File: src/hw/bridge_bus_pkg.sv
// Bus side widths, address window constants and queue entry layout
// Data word union seen as one word or as two half-words
`default_nettype none

package bridge_bus_pkg;

    localparam int BUS_ADDR_W   = 32;
    localparam int BUS_DATA_W   = 32;
    localparam int BUS_MASK_W   = 4;
    localparam int BUS_HALF_W   = BUS_DATA_W / 2;

    // Address window, top nibble selects the bridge
    localparam logic [3:0] WINDOW_TAG = 4'h4;
    localparam int ADDR_TAG_LSB = 28;
    localparam int ADDR_IDX_LSB = 2;                // Word index starts above byte offset
    localparam int WORD_IDX_W   = 23;               // Bits 24..2, bits 27..25 alias

    // Queue entry {we, idx, data, mask}
    localparam int REQ_W        = 60;
    localparam int REQ_MASK_LSB = 0;
    localparam int REQ_DATA_LSB = REQ_MASK_LSB + BUS_MASK_W;
    localparam int REQ_IDX_LSB  = REQ_DATA_LSB + BUS_DATA_W;
    localparam int REQ_WE_BIT   = REQ_IDX_LSB + WORD_IDX_W;

    localparam int HALF_LO = 0;
    localparam int HALF_HI = 1;

    typedef union packed {
        logic [BUS_DATA_W-1:0]      word;
        logic [1:0][BUS_HALF_W-1:0] half;       // Index with HALF_LO / HALF_HI
    } mem_word_u;

endpackage

`default_nettype wire

File: src/hw/sdram_port_pkg.sv
// Half-word port widths, queue sizing and sequencer state codes
`default_nettype none

package sdram_port_pkg;

    // Half-word port
    localparam int HADDR_W = 24;                // Word index plus half select
    localparam int HDATA_W = 16;
    localparam int DQM_W   = 2;                 // One disable bit per byte

    // Request queue
    localparam int FIFO_DEPTH = 4;
    localparam int FIFO_CNT_W = 3;
    localparam int FIFO_PTR_W = $clog2(FIFO_DEPTH);

    // --------------------
    // Sequencer states
    // --------------------
    localparam int SEQ_ST_W = 2;

    localparam logic [SEQ_ST_W-1:0] SEQ_IDLE   = 2'd0;
    localparam logic [SEQ_ST_W-1:0] SEQ_LO     = 2'd1;  // Low half outstanding
    localparam logic [SEQ_ST_W-1:0] SEQ_HI     = 2'd2;  // High half outstanding
    localparam logic [SEQ_ST_W-1:0] SEQ_FINISH = 2'd3;  // Read word ready

endpackage

`default_nettype wire

File: src/hw/bus_window_port.sv
// Bus window decoder and request producer
// Tracks the pending read and holds the returned word
`timescale 1ns/1ps
`default_nettype none

module bus_window_port
    import bridge_bus_pkg::*;
(
    input  logic                  sysClock,
    input  logic                  rst_n,

    input  logic [BUS_ADDR_W-1:0] mem_addr,
    input  logic [BUS_DATA_W-1:0] mem_wdata,
    input  logic [BUS_MASK_W-1:0] mem_wmask,
    input  logic                  mem_rstrb,
    output logic [BUS_DATA_W-1:0] mem_rdata,
    output logic                  mem_rbusy,
    output logic                  mem_wbusy,

    output logic                  push,
    output logic [REQ_W-1:0]      push_entry,
    input  logic                  full,

    input  logic                  rd_done,
    input  mem_word_u             rd_word
);

    logic in_window;
    logic wr_strobe;
    logic rd_req;
    logic rd_pend;

    assign in_window = (mem_addr[ADDR_TAG_LSB +: 4] == WINDOW_TAG);
    assign wr_strobe = |mem_wmask;
    assign rd_req    = in_window && mem_rstrb;

    assign push      = in_window && (wr_strobe || mem_rstrb);
    assign mem_wbusy = full;            // Queue full holds off posted writes
    assign mem_rbusy = rd_pend;

    // Pack the request, writes win if both strobes show up
    always_comb begin
        push_entry[REQ_WE_BIT]                   = wr_strobe;
        push_entry[REQ_IDX_LSB +: WORD_IDX_W]    = mem_addr[ADDR_IDX_LSB +: WORD_IDX_W];
        push_entry[REQ_DATA_LSB +: BUS_DATA_W]   = mem_wdata;
        push_entry[REQ_MASK_LSB +: BUS_MASK_W]   = mem_wmask;
    end

    // --------------------
    // Read tracking
    // --------------------
    always_ff @(posedge sysClock) begin
        if (!rst_n) begin
            rd_pend <= 1'b0;
        end else if (rd_done) begin
            rd_pend <= 1'b0;
        end else if (rd_req) begin
            rd_pend <= 1'b1;
        end
    end

    always_ff @(posedge sysClock) begin
        if (rd_done) begin
            mem_rdata <= rd_word.word;  // Held until the next read returns
        end
    end

    // Bus must respect both busy flags
    a_no_strobe_when_busy: assert property (@(posedge sysClock) disable iff (!rst_n)
        (mem_rbusy || mem_wbusy) |-> !(mem_rstrb || wr_strobe));

    // Sequencer only completes a read that this side is waiting for
    a_rd_done_pending: assert property (@(posedge sysClock) disable iff (!rst_n)
        rd_done |-> rd_pend);

endmodule

`default_nettype wire

File: src/hw/request_fifo.sv
// Four-entry fall-through request queue with full and empty flags
`timescale 1ns/1ps
`default_nettype none

module request_fifo
    import bridge_bus_pkg::*;
    import sdram_port_pkg::*;
(
    input  logic             sysClock,
    input  logic             rst_n,

    input  logic             push,
    input  logic [REQ_W-1:0] push_entry,
    input  logic             pop,

    output logic [REQ_W-1:0] head_entry,
    output logic             empty,
    output logic             full
);

    logic [REQ_W-1:0]      entries [FIFO_DEPTH];
    logic [FIFO_PTR_W-1:0] wr_ptr;
    logic [FIFO_PTR_W-1:0] rd_ptr;
    logic [FIFO_CNT_W-1:0] count;

    assign head_entry = entries[rd_ptr];    // Fall-through head
    assign empty      = (count == '0);
    assign full       = (count == FIFO_CNT_W'(FIFO_DEPTH));

    // Entry storage
    always_ff @(posedge sysClock) begin
        if (push) begin
            entries[wr_ptr] <= push_entry;
        end
    end

    // --------------------
    // Pointers and count
    // --------------------
    always_ff @(posedge sysClock) begin
        if (!rst_n) begin
            wr_ptr <= '0;
            rd_ptr <= '0;
            count  <= '0;
        end else begin
            if (push) wr_ptr <= wr_ptr + 1'b1;  // Depth is a power of two
            if (pop)  rd_ptr <= rd_ptr + 1'b1;

            case ({push, pop})
                2'b10:   count <= count + 1'b1;
                2'b01:   count <= count - 1'b1;
                default: count <= count;
            endcase
        end
    end

    a_no_push_full: assert property (@(posedge sysClock) disable iff (!rst_n)
        push |-> !full);

    a_no_pop_empty: assert property (@(posedge sysClock) disable iff (!rst_n)
        pop |-> !empty);

endmodule

`default_nettype wire

File: src/hw/halfword_sequencer.sv
// Half-word access sequencer, low half first
// Splits queued word requests and rebuilds read words
`timescale 1ns/1ps
`default_nettype none

module halfword_sequencer
    import bridge_bus_pkg::*;
    import sdram_port_pkg::*;
(
    input  logic               sysClock,
    input  logic               rst_n,

    input  logic               empty,
    input  logic [REQ_W-1:0]   head_entry,
    output logic               pop,

    output logic               rd_done,
    output mem_word_u          rd_word,

    output logic               hw_req,
    output logic               hw_we,
    output logic [HADDR_W-1:0] hw_addr,
    output logic [HDATA_W-1:0] hw_wdata,
    output logic [DQM_W-1:0]   hw_dqm,
    input  logic               hw_ack,
    input  logic [HDATA_W-1:0] hw_rdata
);

    logic [SEQ_ST_W-1:0]   state;
    logic                  hi_go_q;             // Issue high half this cycle

    // Head entry fields
    logic                  head_we;
    logic [WORD_IDX_W-1:0] head_idx;
    mem_word_u             head_data;
    logic [BUS_MASK_W-1:0] head_mask;
    logic                  head_need_lo;
    logic                  head_need_hi;

    // Request being worked on
    logic                  cur_we;
    logic [WORD_IDX_W-1:0] cur_idx;
    mem_word_u             cur_data;
    logic [BUS_MASK_W-1:0] cur_mask;
    logic                  cur_need_hi;

    // Fields driving the port this cycle
    logic                  sel_we;
    logic [WORD_IDX_W-1:0] sel_idx;
    mem_word_u             sel_data;
    logic [BUS_MASK_W-1:0] sel_mask;
    logic                  sel_hi;
    logic [DQM_W-1:0]      sel_bytes;

    assign head_we      = head_entry[REQ_WE_BIT];
    assign head_idx     = head_entry[REQ_IDX_LSB +: WORD_IDX_W];
    assign head_data    = head_entry[REQ_DATA_LSB +: BUS_DATA_W];
    assign head_mask    = head_entry[REQ_MASK_LSB +: BUS_MASK_W];
    assign head_need_lo = !head_we || (|head_mask[DQM_W-1:0]);
    assign head_need_hi = !head_we || (|head_mask[BUS_MASK_W-1:DQM_W]);

    assign pop     = (state == SEQ_IDLE) && !empty;
    assign rd_done = (state == SEQ_FINISH);

    // --------------------
    // Port drive, head fields while idle so the first access leaves with pop
    // --------------------
    always_comb begin
        if (state == SEQ_IDLE) begin
            sel_we   = head_we;
            sel_idx  = head_idx;
            sel_data = head_data;
            sel_mask = head_mask;
            sel_hi   = !head_need_lo;
        end else begin
            sel_we   = cur_we;
            sel_idx  = cur_idx;
            sel_data = cur_data;
            sel_mask = cur_mask;
            sel_hi   = (state == SEQ_HI);
        end
        sel_bytes = sel_hi ? sel_mask[BUS_MASK_W-1:DQM_W] : sel_mask[DQM_W-1:0];
    end

    assign hw_req   = (pop && (head_need_lo || head_need_hi)) || hi_go_q;
    assign hw_we    = sel_we;
    assign hw_addr  = {sel_idx, sel_hi};
    assign hw_wdata = sel_hi ? sel_data.half[HALF_HI] : sel_data.half[HALF_LO];
    assign hw_dqm   = sel_we ? ~sel_bytes : '0;    // Reads keep all bytes

    // --------------------
    // FSM
    // --------------------
    always_ff @(posedge sysClock) begin
        if (!rst_n) begin
            state   <= SEQ_IDLE;
            hi_go_q <= 1'b0;
        end else begin
            hi_go_q <= 1'b0;
            case (state)
                SEQ_IDLE: begin
                    if (pop && head_need_lo)      state <= SEQ_LO;
                    else if (pop && head_need_hi) state <= SEQ_HI;
                end
                SEQ_LO: begin
                    if (hw_ack && cur_need_hi) begin
                        state   <= SEQ_HI;
                        hi_go_q <= 1'b1;
                    end else if (hw_ack) begin
                        state   <= SEQ_IDLE;    // Low-only write
                    end
                end
                SEQ_HI: begin
                    if (hw_ack) state <= cur_we ? SEQ_IDLE : SEQ_FINISH;
                end
                default: state <= SEQ_IDLE;     // Finish lasts one cycle
            endcase
        end
    end

    // Request capture and read assembly
    always_ff @(posedge sysClock) begin
        if (pop) begin
            cur_we      <= head_we;
            cur_idx     <= head_idx;
            cur_data    <= head_data;
            cur_mask    <= head_mask;
            cur_need_hi <= head_need_hi;
        end
        if (hw_ack && (state == SEQ_LO)) rd_word.half[HALF_LO] <= hw_rdata;
        if (hw_ack && (state == SEQ_HI)) rd_word.half[HALF_HI] <= hw_rdata;
    end

    // Device may only acknowledge an access that went out on an earlier cycle
    a_ack_outstanding: assert property (@(posedge sysClock) disable iff (!rst_n)
        hw_ack |-> ((state == SEQ_LO) || ((state == SEQ_HI) && !hi_go_q)));

endmodule

`default_nettype wire

File: src/hw/sdram_bridge_top.sv
// Bus to half-word bridge top level
// Window port, request queue and half-word sequencer
`timescale 1ns/1ps
`default_nettype none

module sdram_bridge_top
    import bridge_bus_pkg::*;
    import sdram_port_pkg::*;
(
    input  logic                  sysClock,
    input  logic                  rst_n,

    // Processor bus
    input  logic [BUS_ADDR_W-1:0] mem_addr,
    input  logic [BUS_DATA_W-1:0] mem_wdata,
    input  logic [BUS_MASK_W-1:0] mem_wmask,
    input  logic                  mem_rstrb,
    output logic [BUS_DATA_W-1:0] mem_rdata,
    output logic                  mem_rbusy,
    output logic                  mem_wbusy,

    // Half-word device
    output logic                  hw_req,
    output logic                  hw_we,
    output logic [HADDR_W-1:0]    hw_addr,
    output logic [HDATA_W-1:0]    hw_wdata,
    output logic [DQM_W-1:0]      hw_dqm,
    input  logic                  hw_ack,
    input  logic [HDATA_W-1:0]    hw_rdata
);

    logic             push;
    logic [REQ_W-1:0] push_entry;
    logic             full;
    logic             empty;
    logic [REQ_W-1:0] head_entry;
    logic             pop;
    logic             rd_done;
    mem_word_u        rd_word;

    bus_window_port u_port (
        .sysClock, .rst_n,
        .mem_addr, .mem_wdata, .mem_wmask, .mem_rstrb,
        .mem_rdata, .mem_rbusy, .mem_wbusy,
        .push, .push_entry, .full,
        .rd_done, .rd_word
    );

    request_fifo u_fifo (
        .sysClock, .rst_n,
        .push, .push_entry, .pop,
        .head_entry, .empty, .full
    );

    halfword_sequencer u_seq (
        .sysClock, .rst_n,
        .empty, .head_entry, .pop,
        .rd_done, .rd_word,
        .hw_req, .hw_we, .hw_addr, .hw_wdata, .hw_dqm,
        .hw_ack, .hw_rdata
    );

endmodule

`default_nettype wire

File: config.mk
export PLATFORM = sky130hd
export DESIGN_NAME = sdram_bridge_top
export DESIGN_NICKNAME = d
export VERILOG_FILES = /design/src/hw/bridge_bus_pkg.sv /design/src/hw/sdram_port_pkg.sv /design/src/hw/bus_window_port.sv /design/src/hw/request_fifo.sv /design/src/hw/halfword_sequencer.sv /design/src/hw/sdram_bridge_top.sv
export SDC_FILE = /design/constraint.sdc
export NUM_CORES = 1
export LEC_CHECK = 0
export ABC_AREA = 0
export BUFFER_PORTS_ARGS = -buffer_cell sky130_fd_sc_hd__buf_2
export CAP_MARGIN = 30
export CORE_ASPECT_RATIO = 1.1
export CORE_MARGIN = 2
export CORE_UTILIZATION = 50
export DETAILED_ROUTE_END_ITERATION = 16
export PLACE_DENSITY = 0.72
export SYNTH_ARGS = -nofsm -noshare
export SYNTH_HDL_FRONTEND = slang
export SYNTH_HIERARCHICAL = 1
export SYNTH_SLANG_ARGS = --single-unit
File: constraint.sdc
create_clock -name sysClock -period 7.2 [get_ports sysClock]
set_input_delay 0 -clock sysClock [delete_from_list [all_inputs] [get_ports sysClock]]
set_output_delay 0 -clock sysClock [all_outputs]
set_load 0.005 [all_outputs]
# Word level (Yosys, flattened, before mapping)
# Memory sizes are Yosys's and may differ from the RTL's. A register that Yosys moved wholly into a read port is not among the register bits.
# Index checks and enable logic that the tools add are counted.
[totals]
regBits = 136
mem_count = 1
output_inout_bits = 78
ramBits = 240
elab_cells = 78
input_bits = 88
[memory_table]
columns = ["memory", "depth", "width", "read_ports", "rd_clocked_by_memory_dff", "wr", "line_no", "rtl"]
rows = [
  ["u_fifo.entries", 4, 60, 1, 1, 1, "request_fifo.sv:21", "logic [REQ_W-1:0] entries [FIFO_DEPTH];"],
]
[classes]
mux = 21
addsub = 4
bitwise_logic = 2
reduce_logical = 26
eq_ne = 10
[ops]
columns = ["cell", "count"]
rows = [
  ["$mux W32", 1],
  ["$mux W23", 1],
  ["$mux W2", 10],
  ["$mux W16", 1],
  ["$logic_and A1 B1 Y1", 9],
  ["$eq A2 B2 Y1 const B", 3],
  ["$pmux W2 S3", 1],
  ["$pmux W3 S2", 1],
  ["$reduce_or A2 Y1", 3],
  ["$logic_or A1 B1 Y1", 5],
  ["$mux W1", 5],
  ["$add A2 B1 Y2 const B", 2],
  ["$eq A2 B1 Y1 const B", 2],
  ["$eq A4 B3 Y1 const B", 1],
  ["$mux W4", 1],
  ["$reduce_or A4 Y1", 1],
  ["$add A3 B1 Y3 const B", 1],
  ["$eq A3 B3 Y1 const B", 1],
  ["$logic_not A1 Y1", 3],
  ["$logic_not A3 Y1", 1],
  ["$ne A3 B2 Y1 const B", 1],
  ["$ne A3 B3 Y1 const B", 1],
  ["$reduce_and A3 Y1", 1],
  ["$sub A3 B1 Y3 const B", 1],
  ["6 further kinds", 6],
]

# Longest topological paths before layout
[logic_depth]
ltp_word = 7
ltp_mapped = 9
ltp_nobuf = 9

# By module
# Netlist, hierarchy kept.
[by_module_without_submodules]
columns = ["module", "cells_per_inst", "seq_area_each_um2", "area_per_inst_um2", "n_inst"]
rows = [
  ["request_fifo", 360, 7387.1, 9173.8, 1],
  ["halfword_sequencer", 231, 2852.7, 3752.3, 1],
  ["bus_window_port", 100, 980.9, 1488.9, 1],
]

# Worst setup path before layout
# No wires, ideal clock.
[synth_timing]
path_type = "reg2reg"
startpoint = "register u_seq.state[0]"
endpoint = "register u_fifo.count[2]"
setup_slack_ns = 0.495
t_arrival_ns = 6.629
period_less_slack_ns = 6.705
path_stages_with_launch = 9
required_ns = 7.124
path_buffers = 1
setup_ns = 0.076
cell_sequence = "dfxtp_1 -> buf_2 -> nor3_1 -> ha_1 -> inv_1 -> fa_1 -> xor2_1 -> or3_1 -> a21boi_0"
[synth_via]
elab_chain_cells = 4
elab_cells_between_ends = 6
classes_between = "2 x eq/ne; 1 x mux; 3 x reduce/logical"
[synth_lines]
columns = ["item", "line_no", "rtl"]
rows = [
  ["from (decl)", "halfword_sequencer.sv:29", "logic [SEQ_ST_W-1:0] state;"],
  ["from (signal assigned)", "halfword_sequencer.sv:114", "if (hw_ack) state <= cur_we ? SEQ_IDLE : SEQ_FINISH;"],
  ["$logic_not A2 Y1 (*)", "halfword_sequencer.sv:62", "assign pop = (state == SEQ_IDLE) && !empty;"],
  ["$logic_and A1 B1 Y1 (*)", "halfword_sequencer.sv:62", ""],
  ["net pop", "sdram_bridge_top.sv:37", "logic pop;"],
  ["$eq A2 B1 Y1 / $eq A2 B2 Y1 (equally long branches)", "request_fifo.sv:49", "case ({push, pop})"],
  ["$pmux W3 S2 / $reduce_bool A2 Y1 (equally long branches)", "n/a", ""],
  ["to (signal assigned)", "request_fifo.sv:50", "2'b10: count <= count + 1'b1;"],
  ["to (signal assigned)", "request_fifo.sv:51", "2'b01: count <= count - 1'b1;"],
  ["to (signal assigned)", "request_fifo.sv:52", "default: count <= count;"],
  ["to (decl)", "request_fifo.sv:24", "logic [FIFO_CNT_W-1:0] count;"],
]
# Mark *: on every way through the listed nets, which the timed path passes. The rest lies on a longest branch.
# A chain may end at the register's enable or synchronous reset.

==> summary.txt <==
Setup path
  • Crit path arrival time: 3.51 ns
  • Crit. End Element: output pin
  • Setup CP Type: flop to output pin
  • Worst Setup Start Kind: flop
  • Worst r2r path cells: 6
  • Req. time, crit path: 7.20 ns
  • Crit Path Max Fanout: 30

Layout
  • Final core occ: 60.2%
  • Ant diodes: 0
  • NumNets Final: between 900 and 1000
  • Layout area overhead: 19.3%
  • Final-layout fill cell count: 2042
  • Share of cells above drive strength 1: 34.7%

Detailed routing
  • Final wirelength: 26100 um
  • Routed WL per cell: 20.2 um
  • DRT iter0 DRCs: 470
  • DR DRC count: 0
  • Vias post-DR: 6826
  • Post-DRT Antenna Nets: 0
  • Vias per inst: 5.29
  • First-pass DRT Iterations: 4

Logic synthesis
  • Syn Area/Cell: around 21 um2
  • Synth cell types: 46
  • Synthesized Nets: 785
  • Synth Instances: 691
  • Register area share after synthesis: a little under 80%
  • Cell area after synthesis: 14400 um2
  • Syn. warnings: 6
  • Yosys reg bits: between 300 and 400

Floorplanning
  • Row Count: 65
  • Die Ht: 182 um
  • Die Wd: 166 um
  • Initial core utilization: about half
  • I/O pin cnt: 166
  • DIE AREA: between 30000 and 40000 um2
  • Core Area: 28500 um2

Power
  • Leak: 0.00585 uW
  • Pwr Density: 325 nW/um2
  • Peak supply drop: about 240 uV

Clocking
  • CTS clk-pin slew, worst paths: 0.06 ns
  • Clock Tree Root: clkbuf_16
  • Clock buffer depth: 3
  • CTS resizes: 0
  • CTS tree: yes
  • CTS Buf Count: 37
  • Clk_lat worst skew: 0.51 ns
  • # Post-CTS Setup Buffers: 0
  • CTS Sinks: 378
  • H-tree depth: 2

Global routing
  • Initial antenna violation count: 0
  • Total Routing Usage GR: between 10% and 20%
  • Pin count of the biggest net entering global routing: 67
  • GR Overflow Total: 0
  • First-pass GRT wire length: 40600 um
  • Vias in the first global route: 7290

Timing
  • Minimum clock period: ~3.5 ns
  • RSZ-0062 raised after global routing: false
  • Clock Skews: 0.0254 ns
  • Fmax: ~280 MHz
  • Period utilisation layout: roughly 50%
  • Endpoints failing hold: 0
  • Pins Over Slew Limit: 0
  • Setup violations, final: 0
  • Worst-Margin Slew: 0.962 ns
  • Max_slew headroom: 35.9%
  • Setup tns final: 0 ns

Job
  • Maximum capacitance violations: 0

Placed design
  • Number of buffers added on ports: 160
  • Post-DP HPWL: 15200 um
  • Routability cong.: 0.711

Run status
  • Status: finished clean

Hold path
  • Tightest Hold Check Type: input pin to flop
  • Hold Path Stages: 5
==> Yosys cell counts (all sizes together) <==
| cell type | count | area (um2) |
|---|---|---|
| nor4b | 1 | 8.76 |
| o2111a | 1 | 11.3 |
| dfxtp | 13 | 260 |
| clkbuf | 2 | 7.51 |
| a21o | 1 | 7.51 |
| clkinv | 1 | 3.75 |
| nand2 | 36 | 135 |
| mux4 | 60 | 1350 |
| o22a | 2 | 17.5 |
| o21ai | 5 | 25.0 |
| nand3b | 2 | 15.0 |
| a31oi | 16 | 100 |
| ha | 5 | 62.6 |
| o21a | 1 | 7.51 |
| xnor2 | 2 | 17.5 |
| or4 | 1 | 11.3 |
| mux2i | 2 | 20.0 |
| or3 | 1 | 6.26 |
| nor3b | 2 | 31.3 |
| and2 | 12 | 75.1 |
| nand2b | 1 | 6.26 |
| a21oi | 3 | 15.0 |
| or3b | 1 | 8.76 |
| inv | 9 | 33.8 |
| a21boi | 1 | 7.51 |
| buf | 86 | 702 |
| o31a | 1 | 8.76 |
| a32o | 1 | 10.0 |
| mux2 | 23 | 259 |
| fa | 1 | 20.0 |
| xor2 | 3 | 26.3 |
| and3 | 2 | 12.5 |
| nor2b | 1 | 6.26 |
| nor3 | 3 | 15.0 |
| nor2 | 5 | 26.3 |
| edfxtp | 365 | 11000 |
| and3b | 2 | 17.5 |
| nand3 | 1 | 5.00 |
| o22ai | 16 | 100 |
==> per-stage QoR <==
stage | instances | worst slack, ns | instance area (um2) | power, uW | hold WS [ns]
finish | 1291 | 3.69 | 17200 | 5590 | 0.180
global route | 1291 | 3.47 | 17200 | 5840 | 0.190
CTS | 1289 | 3.62 | 17100 | 5660 | 0.154
detailed placement | 1141 | 4.16 | 15100 | 3740 | 0.193
global placement | 1137 | 4.04 | 15000 | 3710 | 0.188
floorplan | 691 | 0.495 | 14400 | 3460 | 0.0989
==> flip-flops by register name, summed over array words and instances, names as in the netlist, named ones only <==
signal             count
u_fifo/wr_ptr          2
u_seq/cur_mask         4
u_seq/cur_data        32
u_fifo/count           3
u_seq/cur_need_hi      1
u_seq/rd_word         32
u_fifo/rd_ptr          2
u_port/mem_rdata      32
u_seq/cur_idx         23
u_seq/state            2
u_fifo/entries       240
u_port/mem_rbusy       1
u_seq/hi_go_q          1
u_seq/cur_we           1
==> layer usage <==
layer	routed length (um)	share of wire, %	GRT usage [%]
met5	0	0	0
met1	10900	42	21.7
met3	1190	4.5	3.54
met4	429	1.6	4.56
met2	13600	52	31.2
==> critical path: stages (launching register included) <==
cell	delay, ns
dfxtp_4	0.75
mux4_2	0.69
or3b_1	0.83
nand2_1	0.12
a31oi_1	0.42
buf_2	0.20
==> report_power, final <==
group          total, uW  internal [uW]  switching (uW)
sequential          2810           2710            98.0
combinational        907            407             500
clock               1880           1100             774
total               5590           4220            1370
==> placed cells by master, fill, tap and decap left out, types with 8 or more instances in the layout <==
| master | Yosys | final |
|---|---|---|
| mux2_2 | 20 | 20 |
| buf_2 | 12 | 160 |
| dfxtp_1 | 13 | 11 |
| clkbuf_16 | 0 | 39 |
| inv_1 | 9 | 9 |
| edfxtp_1 | 365 | 365 |
| o22ai_1 | 16 | 16 |
| mux4_2 | 60 | 60 |
| clkinv_2 | 0 | 9 |
| nand2_1 | 36 | 36 |
| a31oi_1 | 16 | 16 |
| dlygate4sd3_1 | 0 | 81 |
| and2_1 | 12 | 8 |
==> final timing paths <==
path | startpoint | endpoint | slack (ns)
setup / recovery | flop | hw_wdata[15] | 3.69
hold / removal | mem_addr[29] | u_fifo/wr_ptr[1] | 0.18
setup reg to reg | flop | u_seq/state[1] | 3.90
hold reg to reg | u_seq/rd_word[23] | u_port/mem_rdata[23] | 0.41
==> cell families (layout without fill, tap and decap cells) <==
| family | count (synthesis) | in the layout | synth area share [%] |
|---|---|---|---|
| AND/OR/NAND/NOR | 71 | 71 | 2.64 |
| flip-flops | 378 | 378 | 77.8 |
| XOR/XNOR | 5 | 5 | 0.304 |
| multiplexers | 85 | 85 | 11.3 |
| buffers and inverters | 98 | 330 | 5.18 |
| adder cells (fa/ha/maj) | 6 | 6 | 0.573 |
| AO/OA/AOI/OAI | 48 | 48 | 2.15 |
==> timing repair <==
item                                   4_1_cts  5_1_grt
setup endpoints to repair                    0        0
endpoints found under the hold margin      285        0
hold buffers                                81        0
==> layout make-up <==
cell class                 instances  area, um2  share of cell area [%]
sequential                       378      11200                    65.3
multi-input combinational        215       2460                    14.3
timing repair buffer             253       1810                    10.5
clock buffer                      43        991                    5.76
tap                              368        460                    2.68
clock inverter                    24        209                    1.22
inverter                          10       37.5                   0.218
Power figures use the tool's default switching activity.
